--- config.mk ---
export PLATFORM = sky130hd
export DESIGN_NAME = zports_top
export DESIGN_NICKNAME = d
export VERILOG_FILES = /design/src/hdl/port_map_pkg.sv /design/src/hdl/zx_types_pkg.sv /design/src/hdl/io_strobe.sv /design/src/hdl/paging_regs.sv /design/src/hdl/port_decode.sv /design/src/hdl/xt_regs.sv /design/src/hdl/zports_top.sv
export SDC_FILE = /design/constraint.sdc
export NUM_CORES = 1
export LEC_CHECK = 0
export ABC_CLOCK_PERIOD_IN_PS = 1730
export BUFFER_PORTS_ARGS = -buffer_cell sky130_fd_sc_hd__buf_4
export CAP_MARGIN = 10
export CORE_MARGIN = 2
export CORE_UTILIZATION = 43
export CTS_BUF_LIST = sky130_fd_sc_hd__clkbuf_8
export CTS_CLUSTER_DIAMETER = 200
export DETAILED_ROUTE_END_ITERATION = 7
export PLACE_DENSITY = 0.75
export SKIP_LAST_GASP = 1
export SLEW_MARGIN = 20
export SYNTH_ARGS = -nofsm -noshare
export SYNTH_HDL_FRONTEND = slang
export SYNTH_SLANG_ARGS = --single-unit
--- constraint.sdc ---
create_clock -name zclk -period 1.73 [get_ports zclk]
set_input_delay 0.346 -clock zclk [delete_from_list [all_inputs] [get_ports zclk]]
set_output_delay 0.346 -clock zclk [all_outputs]
set_load 0.02 [all_outputs]
--- src/hdl/port_map_pkg.sv ---
package port_map_pkg;

	////////////////////////////////////////
	// low address byte of each port
	////////////////////////////////////////

	localparam logic [7:0] port_fe     = 8'hFE;   // keys, tape, border, beeper
	localparam logic [7:0] port_fd     = 8'hFD;   // 7ffd paging, ay at fffd/bffd
	localparam logic [7:0] port_f7     = 8'hF7;   // eff7 paging
	localparam logic [7:0] port_cvx    = 8'hFB;   // covox
	localparam logic [7:0] port_xt     = 8'h6F;   // xt config, index on a[15:8]
	localparam logic [7:0] port_kjoy   = 8'h1F;   // kempston joystick
	localparam logic [7:0] port_kmouse = 8'hDF;   // kempston mouse

	////////////////////////////////////////
	// xt register indices
	////////////////////////////////////////

	localparam logic [7:0] xt_border  = 8'h00;
	localparam logic [7:0] xt_vconfig = 8'h08;
	localparam logic [7:0] xt_fpage   = 8'h09;
	localparam logic [7:0] xt_faddr   = 8'h0A;
	localparam logic [7:0] xt_tpage   = 8'h0B;
	localparam logic [7:0] xt_tgpage0 = 8'h0C;
	localparam logic [7:0] xt_tgpage1 = 8'h0D;

	// 9-bit timing values, low byte then msb
	localparam logic [7:0] xt_hs0l    = 8'h10;
	localparam logic [7:0] xt_hs0h    = 8'h11;
	localparam logic [7:0] xt_vs0l    = 8'h12;
	localparam logic [7:0] xt_vs0h    = 8'h13;
	localparam logic [7:0] xt_hs1l    = 8'h14;
	localparam logic [7:0] xt_hs1h    = 8'h15;
	localparam logic [7:0] xt_vs1l    = 8'h16;
	localparam logic [7:0] xt_vs1h    = 8'h17;

	////////////////////////////////////////
	// bits inside the paging bytes
	////////////////////////////////////////

	// 7ffd: 2..0 page, 3 screen, 4 rom, 5 lock48, 7..6 high page
	localparam int p7_lock48_bit = 5;

	// eff7: set means the 1 MB extension is locked off
	localparam int pe_lock1m_bit = 2;

endpackage

--- src/hdl/zx_types_pkg.sv ---
package zx_types_pkg;

	// z80 side of one i/o access
	typedef struct packed {
		logic [15:0] addr;
		logic [7:0]  din;
		logic        iorq_n;
		logic        rd_n;
		logic        wr_n;
	} io_cycle_t;

	// one-cycle write selects
	typedef struct packed {
		logic fe;
		logic p7ffd;
		logic eff7;
		logic cvx;
		logic xt;
	} wr_sel_t;

	typedef struct packed {
		logic [7:0] p7ffd;          // rom bit from its own flop
		logic [7:0] peff7;          // masked under 1 MB lock
		logic [5:0] pent1m_page;
		logic       pent1m_rom;
		logic       pent1m_1m_on;
		logic       pent1m_ram0_0;
	} page_cfg_t;

	// xt video config
	typedef struct packed {
		logic [7:0] vcfg;
		logic [8:0] hs0;
		logic [8:0] hs1;
		logic [8:0] vs0;
		logic [8:0] vs1;
		logic [7:0] fp;
		logic [1:0] fa;
		logic       fwd;
		logic [7:0] tp;
		logic [5:0] tgp0;
		logic [5:0] tgp1;
	} vid_cfg_t;

	typedef struct packed {
		logic [4:0] keys;
		logic [7:0] mouse;
		logic [4:0] kjoy;
		logic       tape_read;
	} in_lines_t;

endpackage

--- src/hdl/io_strobe.sv ---
`timescale 1ns/1ps

module io_strobe import zx_types_pkg::*;
(
	input  logic      zclk,
	input  logic      rst_n,
	input  io_cycle_t io,
	output logic      port_wr,
	output logic      port_rd
);

	logic wr_cyc;
	logic rd_cyc;
	logic iowr_reg;   // level seen on the previous edge
	logic iord_reg;

	assign wr_cyc = ~(io.iorq_n | io.wr_n);
	assign rd_cyc = ~(io.iorq_n | io.rd_n);

	// pulse only on the first edge of an access
	always_ff @(posedge zclk or negedge rst_n)
	begin
		if (!rst_n)
		begin
			iowr_reg <= 1'b0;
			iord_reg <= 1'b0;
			port_wr  <= 1'b0;
			port_rd  <= 1'b0;
		end
		else
		begin
			iowr_reg <= wr_cyc;
			iord_reg <= rd_cyc;
			port_wr  <= wr_cyc & ~iowr_reg;
			port_rd  <= rd_cyc & ~iord_reg;
		end
	end

endmodule

--- src/hdl/paging_regs.sv ---
`timescale 1ns/1ps

module paging_regs import port_map_pkg::*, zx_types_pkg::*;
(
	input  logic       zclk,
	input  logic       rst_n,
	input  io_cycle_t  io,
	input  wr_sel_t    sel,
	input  logic [1:0] rstrom,
	output page_cfg_t  page
);

	logic [7:0] p7ffd_r;
	logic [7:0] peff7_r;
	logic       rom_r;
	logic       rst_s1;
	logic       rst_s2;
	logic       lock1m;
	logic       wr_7ffd;

	assign lock1m  = peff7_r[pe_lock1m_bit];
	assign wr_7ffd = sel.p7ffd && !(p7ffd_r[p7_lock48_bit] && lock1m);   // 48k lock

	always_ff @(posedge zclk or negedge rst_n)
	begin
		if (!rst_n)
		begin
			p7ffd_r <= 8'h00;
			peff7_r <= 8'h00;
		end
		else
		begin
			if (wr_7ffd)
				p7ffd_r <= io.din;
			if (sel.eff7)
				peff7_r <= io.din;
		end
	end

	// reset flag held two edges past reset release
	always_ff @(posedge zclk or negedge rst_n)
	begin
		if (!rst_n)
		begin
			rst_s1 <= 1'b1;
			rst_s2 <= 1'b1;
		end
		else
		begin
			rst_s1 <= 1'b0;
			rst_s2 <= rst_s1;
		end
	end

	always_ff @(posedge zclk)
	begin
		if (rst_s2)
			rom_r <= rstrom[0];   // boot rom choice
		else if (wr_7ffd)
			rom_r <= io.din[4];
	end

	always_comb
	begin
		page.p7ffd = {(lock1m ? 3'b000 : p7ffd_r[7:5]), rom_r, p7ffd_r[3:0]};
		if (lock1m)
			page.peff7 = {peff7_r[7], 1'b0, peff7_r[5], peff7_r[4], 3'b000, peff7_r[0]};
		else
			page.peff7 = peff7_r;
		page.pent1m_page   = {p7ffd_r[7:5], p7ffd_r[2:0]};
		page.pent1m_rom    = p7ffd_r[4];
		page.pent1m_1m_on  = ~peff7_r[pe_lock1m_bit];
		page.pent1m_ram0_0 = peff7_r[3];
	end

endmodule

--- src/hdl/port_decode.sv ---
`timescale 1ns/1ps

module port_decode import port_map_pkg::*, zx_types_pkg::*;
(
	input  io_cycle_t  io,
	input  logic       dos,
	input  in_lines_t  lines,
	input  logic       port_wr,
	input  logic       port_rd,
	output logic       porthit,
	output logic       dataout,
	output logic [7:0] dout,
	output logic       ay_bc1,
	output logic       ay_bdir,
	output wr_sel_t    sel
);

	logic [7:0] loa;
	logic       external_port;
	logic       pre_bc1;
	logic       pre_bdir;

	assign loa = io.addr[7:0];

	////////////////////////////////////////
	// hit and read data
	////////////////////////////////////////

	always_comb
	begin
		porthit = (loa == port_fe) || (loa == port_fd) ||
			(loa == port_kmouse) || (loa == port_cvx) ||
			((loa == port_kjoy) && !dos) ||
			((loa == port_f7) && !dos);
	end

	assign external_port = (loa == port_fd) && (io.addr[15:14] == 2'b11);   // ay reads from the chip

	assign dataout = porthit & ~io.iorq_n & ~io.rd_n & ~external_port;

	always_comb
	begin
		case (loa)
			port_fe:
				dout = {1'b1, lines.tape_read, 1'b0, lines.keys};
			port_kjoy:
			begin
				if (!dos)
					dout = {3'b000, lines.kjoy};
				else
					dout = 8'hFF;   // vg93 space in dos, not ours
			end
			port_kmouse:
				dout = lines.mouse;
			default:
				dout = 8'hFF;   // f7 lands here as well
		endcase
	end

	////////////////////////////////////////
	// ay bus control
	////////////////////////////////////////

	always_comb
	begin
		pre_bc1  = 1'b0;
		pre_bdir = 1'b0;
		if (loa == port_fd)
		begin
			if (io.addr[15:14] == 2'b11)   // fffd, register select / read
			begin
				pre_bc1  = 1'b1;
				pre_bdir = 1'b1;
			end
			else if (io.addr[15:14] == 2'b10)   // bffd, data write
				pre_bdir = 1'b1;
		end
	end

	assign ay_bc1  = pre_bc1 & ~io.iorq_n & (~io.rd_n | ~io.wr_n);
	assign ay_bdir = pre_bdir & ~io.iorq_n & ~io.wr_n;

	////////////////////////////////////////
	// write selects
	////////////////////////////////////////

	always_comb
	begin
		sel.fe    = port_wr && (loa == port_fe);
		sel.p7ffd = port_wr && (loa == port_fd) && !io.addr[15];
		sel.eff7  = port_wr && (loa == port_f7) && !io.addr[12] && !dos;
		sel.cvx   = port_wr && (loa == port_cvx);
		sel.xt    = port_wr && (loa == port_xt);
	end

endmodule

--- src/hdl/xt_regs.sv ---
`timescale 1ns/1ps

module xt_regs import port_map_pkg::*, zx_types_pkg::*;
(
	input  logic       zclk,
	input  logic       rst_n,
	input  io_cycle_t  io,
	input  wr_sel_t    sel,
	output logic [5:0] border,
	output logic [7:0] cvx,
	output vid_cfg_t   vid
);

	logic [7:0] xt_addr;
	logic [7:0] din;

	assign xt_addr = io.addr[15:8];
	assign din     = io.din;

	always_ff @(posedge zclk or negedge rst_n)
	begin
		if (!rst_n)
		begin
			border  <= 6'd0;
			cvx     <= 8'd0;
			vid     <= '0;
			vid.fwd <= 1'b1;
		end
		else
		begin
			////////////////////////////////////////
			// fe border and beeper, fb covox
			////////////////////////////////////////
			if (sel.fe)
			begin
				cvx    <= {din[4], {7{din[3]}}};   // ear on top, mic spread below
				border <= {din[1], 1'b0, din[2], 1'b0, din[0], 1'b0};
			end

			if (sel.cvx)
				cvx <= din;

			////////////////////////////////////////
			// xt register file
			////////////////////////////////////////
			if (sel.xt)
			begin
				case (xt_addr)
					xt_border:
						border <= din[5:0];
					xt_vconfig:
						vid.vcfg <= din;
					xt_fpage:
						vid.fp <= din;
					xt_faddr:
					begin
						vid.fa  <= din[1:0];
						vid.fwd <= din[7];
					end
					xt_tpage:
						vid.tp <= din;
					xt_tgpage0:
						vid.tgp0 <= din[5:0];
					xt_tgpage1:
						vid.tgp1 <= din[5:0];
					xt_hs0l:
						vid.hs0[7:0] <= din;
					xt_hs0h:
						vid.hs0[8] <= din[0];
					xt_vs0l:
						vid.vs0[7:0] <= din;
					xt_vs0h:
						vid.vs0[8] <= din[0];
					xt_hs1l:
						vid.hs1[7:0] <= din;
					xt_hs1h:
						vid.hs1[8] <= din[0];
					xt_vs1l:
						vid.vs1[7:0] <= din;
					xt_vs1h:
						vid.vs1[8] <= din[0];
					default:
						;   // unused index, ignored
				endcase
			end
		end
	end

endmodule

--- src/hdl/zports_top.sv ---
`timescale 1ns/1ps

module zports_top import zx_types_pkg::*;
(
	input  logic       zclk,
	input  logic       rst_n,
	input  io_cycle_t  io,
	input  logic       dos,
	input  in_lines_t  lines,
	input  logic [1:0] rstrom,
	output logic [7:0] dout,
	output logic       dataout,
	output logic       porthit,
	output logic       ay_bc1,
	output logic       ay_bdir,
	output logic [5:0] border,
	output logic [7:0] cvx,
	output page_cfg_t  page,
	output vid_cfg_t   vid
);

	logic    port_wr;
	logic    port_rd;
	wr_sel_t sel;

	io_strobe strobe_i (
		.zclk    (zclk),
		.rst_n   (rst_n),
		.io      (io),
		.port_wr (port_wr),
		.port_rd (port_rd)
	);

	port_decode decode_i (
		.io      (io),
		.dos     (dos),
		.lines   (lines),
		.port_wr (port_wr),
		.port_rd (port_rd),
		.porthit (porthit),
		.dataout (dataout),
		.dout    (dout),
		.ay_bc1  (ay_bc1),
		.ay_bdir (ay_bdir),
		.sel     (sel)
	);

	paging_regs paging_i (
		.zclk   (zclk),
		.rst_n  (rst_n),
		.io     (io),
		.sel    (sel),
		.rstrom (rstrom),
		.page   (page)
	);

	xt_regs xt_i (
		.zclk   (zclk),
		.rst_n  (rst_n),
		.io     (io),
		.sel    (sel),
		.border (border),
		.cvx    (cvx),
		.vid    (vid)
	);

endmodule

# Word level (Yosys, flattened, before mapping)
# Cells that the tools add are included.
[word_totals]
reg_bits = 110
in_bits = 51
out_inout_bits = 126
elab_cells = 119
[op_classes]
n_bitwise = 17
n_eq_ne = 23
muxes = 16
reduce_logical = 39
[ops]
columns = ["operator", "n"]
rows = [
  ["$eq A8 B5 Y1 const B", 9],
  ["$eq A8 B4 Y1 const B", 6],
  ["$eq A8 B8 Y1 const B", 5],
  ["$reduce_and A2 Y1", 14],
  ["$mux W8", 3],
  ["$pmux W8 S3", 1],
  ["$mux W6", 3],
  ["$logic_and A1 B1 Y1", 13],
  ["$and A1 B1 Y1", 8],
  ["$eq A8 B7 Y1 const B", 1],
  ["$logic_not A8 Y1", 1],
  ["$mux W1", 7],
  ["$mux W7", 1],
  ["$not A1 Y1", 7],
  ["$logic_or A1 B1 Y1", 5],
  ["$eq A2 B2 Y1 const B", 2],
  ["$logic_not A1 Y1", 4],
  ["$reduce_bool A2 Y1", 2],
  ["$mux W3", 1],
  ["$or A1 B1 Y1", 2],
]

# Logic depth before layout (Yosys ltp)
[logic_depth]
depth_word = 9
ltp_mapped = 5
mapped_depth_nobuf = 4

# By module
# From an unflattened synthesis, not the netlist that was laid out.
[unflattened]
cells_unflattened = 376
area_unflattened_um2 = 5058.6
[by_module_without_submodules]
columns = ["mod", "area_per_inst_um2", "n_inst", "cells_each"]
rows = [
  ["xt_regs", 3653.5, 1, 240],
  ["paging_regs", 838.3, 1, 60],
  ["port_decode", 444.2, 1, 68],
  ["io_strobe", 122.6, 1, 8],
]

# Least setup slack after synthesis
# Ideal clock, no wire load.
[synth_path]
path_kind = "input port to output port"
start = "input port io[14] in the netlist's numbering"
end = "output port dataout"
n_path_buf = 0
t_required_ns = 1.384
stages = 4
slack_ns = -0.937
arrival_ns = 2.321
path_cell_list = "nand4_1 > nor4_4 > o21ai_0 > a2111oi_0"
[synth_between]
elab_chain_len = 9
word_cells_on_any_way = 18
[synth_lines]
columns = ["item", "line_no", "source"]
rows = [
  ["start: declaration", "zports_top.sv:7", "input io_cycle_t io,"],
  ["$eq A8 B8 Y1 (on tied branches)", "port_decode.sv:31, port_decode.sv:37", ""],
  ["$logic_or A1 B1 Y1 (2 in a row)", "port_decode.sv:31", "porthit = (loa == port_fe) || (loa == port_fd) ||"],
  ["$logic_or A1 B1 Y1 (2 in a row)", "port_decode.sv:32", "(loa == port_kmouse) || (loa == port_cvx) ||"],
  ["$logic_or A1 B1 Y1", "port_decode.sv:33", "((loa == port_kjoy) && !dos) ||"],
  ["$and A1 B1 Y1 (2 in a row)", "port_decode.sv:39", "assign dataout = porthit & ~io.iorq_n & ~io.rd_n & ~external_port;"],
  ["$and A1 B1 Y1 (*)", "port_decode.sv:39", ""],
  ["end: declaration", "zports_top.sv:12", "output logic dataout,"],
]
# Mark *: on every way between the ends. The rest lies on a longest branch, timed or not.

# Worst setup path after layout
[layout_path]
start = "input port io[11] in the netlist's numbering"
end = "output port dataout"
# Same word-level chain as after synthesis.

==> results.yml <==
outcome:
  outcome: "complete, but fails checks"
  violations: "setup timing"
critical_path:
  reg2reg_from: "strobe_i.port_wr"
  slowest_delay_ns: 0.37
  worstPathArrival_ns: 1.62
  r2r_cells: 7
  crit_path_top_delay_cell: "nor4_4"
  worst-setup-path-type: "in -> out"
  reg2reg_slack_ns: -0.23
  critPathLaunchType: "primary input"
  end_kind: "primary output"
  crit_chain: "buf_6, buf_6, nand2_2, nor4_4, nor3_4, a2111oi_4, buf_4"
  rr_endpoint: "xt_i.vid[8]"
  cpMostUsedCell: "buf_6"
  crit_fanout: 4
  crit_required_ns: 1.38
floorplan:
  std_cell_rows: 38
  start_util: 0.4420
  io_pins: 177
  core-area_sq_um: 10890
  die_area_sq_um: 12050
  fp.dieW_microns: 109.8
  die_h_microns: 109.8
clock_tree:
  cts_root_buffer: "clkbuf_8"
  cts.reportedPaths.clkPinSlew_ns: 0.10
  cts_tree: "built"
  cts.sinks: 110
  insertion_delay_ns: 0.37
  htreeDepth: 3
  clock_path_buffers: 2
  numCtsBuffers: 9
layout:
  layout_common_cells: "202 x buf_4, 106 x dfrtp_1, 71 x mux2_2"
  final_cell_count_no_fill: 718
  layout_commonest_cell: "buf_4"
  nNetsFinal: 624
  design_area_sq_um: 7437
  drive_gt1_frac: 0.6938
  fillCellCount: 798
  area_growth_pct: 54.55
  antenna_cells: 0
  multiInputGateArea_sq_um: 2326
  regMostFlops: "xt_i.vid"
  largest_register_ffs: 75
  layout.area.seq_sq_um: 2761
sta:
  hold_viol_final: 0
  rsz0062_at_grt: "yes"
  fin_crit_ns: 1.969
  period_share: 1.138
  drv_slew: 0
  tns_ns: -9.499
  fin_skew_ns: 0.01392
  setup_viol: 103
  post-route-worst-setup-slack_ns: -0.2386
  fmax_mhz: 508.0
hold_path:
  worstHoldStart: "io[0]"
  holdCritPathClass: "in -> reg"
  holdPathEnd: "strobe_i.iowr_reg"
  whs_path_depth: 2
yosys:
  synth_xor_xnor_area_share: 0.001820
  synth-edff-count: 1
  seq_area_frac_synth: 0.5738
  async_reset_ff_frac: 0.9909
  synth-compound-area-share: 0.03120
  synthAdderAreaFrac: 0
  synth_top_family_by_area: "multiplexers"
  syn_area_sq_um: 4812
  synthFlopType: "dfrtp_1"
  yosys_warnings: 0
  synthCells: 351
  synth_mux_area_frac: 0.2387
  ys_seq_elements: 110
  synth-simple-area-share: 0.1209
  syn_area_per_cell_sq_um: 13.71
  synth_cell_types: 43
detailed_routing:
  wirelength_microns: 14230
  drtIter0Drc: 120
  route.detailed.drc: 0
  dr.pass1.iters: 4
  post_drt_wl_per_cell_microns: 19.82
  vias_per_cell: 5.223
  postRouteAntennaNets: 0
  vias: 3750
placement:
  place.gp.congestion: 0.8243
  place_ws_ns: -0.4627
  dp_cells: 689
  dp_hpwl_microns: 9746
  place_area_sq_um: 6729
  io_buffers: 174
grt:
  antenna_found_initial: 0
  first_global_vias: 3837
  grt_pass1_wl_microns: 20830
  grt_usage: 0.2306
  grt_max_degree: 36
  gr-total-overflow: 0
power_and_ir_drop:
  cellLeakagePower_nw: 3.813
  power_density_nw_per_um2: 602.4
  vdd.ir_drop.worst_mv: 0.5127
flow_run:
  cap_violations: 0
==> worst max-delay path by stage <==
stage                     startpoint             end  slack [ns]  cells after the start
after floorplan               io[11]         dataout       -0.25                      4
after global placement        io[15]  xt_i.border[4]       -0.44                      6
after detailed placement      io[15]    xt_i.vid[56]       -0.46                      6
after CTS                     io[14]         dataout       -0.21                      6
after global routing          io[11]         dataout       -0.31                      7
final                         io[11]         dataout       -0.24                      7
==> cell families after synthesis <==
family          count (synthesis)
flops                         110
xor+xnor                        1
mux                           102
other cells                     1
compound gates                 19
buf+inv                        31
simple gates                   87
==> where the power goes <==
part	switching (mW)	internal (mW)
clock	0.871	0.560
sequential	0.0120	2.59
combinational	0.250	0.193
total	1.13	3.35
==> Yosys cell counts, types with 3 or more instances <==
| cell | instances | area, sq um |
|---|---|---|
| dfrtp_1 | 106 | 2653 |
| mux2_2 | 102 | 1149 |
| nand2_1 | 18 | 67.56 |
| nand3_1 | 15 | 75.07 |
| buf_4 | 10 | 75.07 |
| clkbuf_1 | 10 | 37.54 |
| nor2b_1 | 9 | 56.30 |
| a221o_1 | 6 | 60.06 |
| inv_1 | 6 | 22.52 |
| a22oi_1 | 5 | 37.54 |
| nor3_1 | 5 | 25.02 |
| and3_1 | 4 | 25.02 |
| and3b_1 | 4 | 35.03 |
| nor2_1 | 4 | 15.01 |
| nor4_2 | 4 | 50.05 |
| buf_2 | 3 | 15.01 |
| dfstp_2 | 3 | 78.83 |
| nand4_1 | 3 | 18.77 |
| o21ai_0 | 3 | 15.01 |
| or2_2 | 3 | 18.77 |
==> per-layer routing <==
metal | up-vias | global-route usage | routed length (microns)
met3 | 24 | 0.06283 | 1057
met5 | - | 0 | 0
met1 | 1895 | 0.2828 | 5590
li1 | 1694 | - | -
met2 | 137 | 0.3834 | 7187
met4 | 0 | 0.09584 | 396
==> what timing repair did <==
| action | CTS | global route |
|---|---|---|
| resized for setup | 68 | 25 |
| setup endpoints to repair | 89 | 97 |
| pin swaps | 10 | 7 |
| hold endpoints to repair | 21 | 0 |
| hold buffers | 1 | 0 |
| buffers inserted | 8 | 5 |
==> worst max-delay path: cells and delay by family <==
kind	cells	cell delay, ns
and+or+nand+nor	3	0.57
buffers and inverters	3	0.36
AOI/OAI and AO/OA	1	0.34
==> layout make-up <==
type	count	area share
Clock inverter	6	0.005047
Timing Repair Buffer	235	0.2653
Sequential cell	110	0.3713
Multi-Input combinational cell	211	0.3128
Inverter	6	0.003533
Tap cell	140	0.02355
Clock buffer	10	0.01851
==> per-stage QoR <==
| step | hold slack (ns) | power (mW) | util |
|---|---|---|---|
| final | 0.1374 | 4.480 | 0.6831 |
| after global routing | 0.1271 | 4.631 | 0.6831 |
| after CTS | 0.1260 | 4.493 | 0.6682 |
| after detailed placement | 0.2881 | 3.058 | 0.6180 |
| after global placement | 0.2858 | 3.047 | 0.6180 |
| after floorplan | 0.05041 | 2.772 | - |
Note: power is estimated with default switching activity, not from simulation.
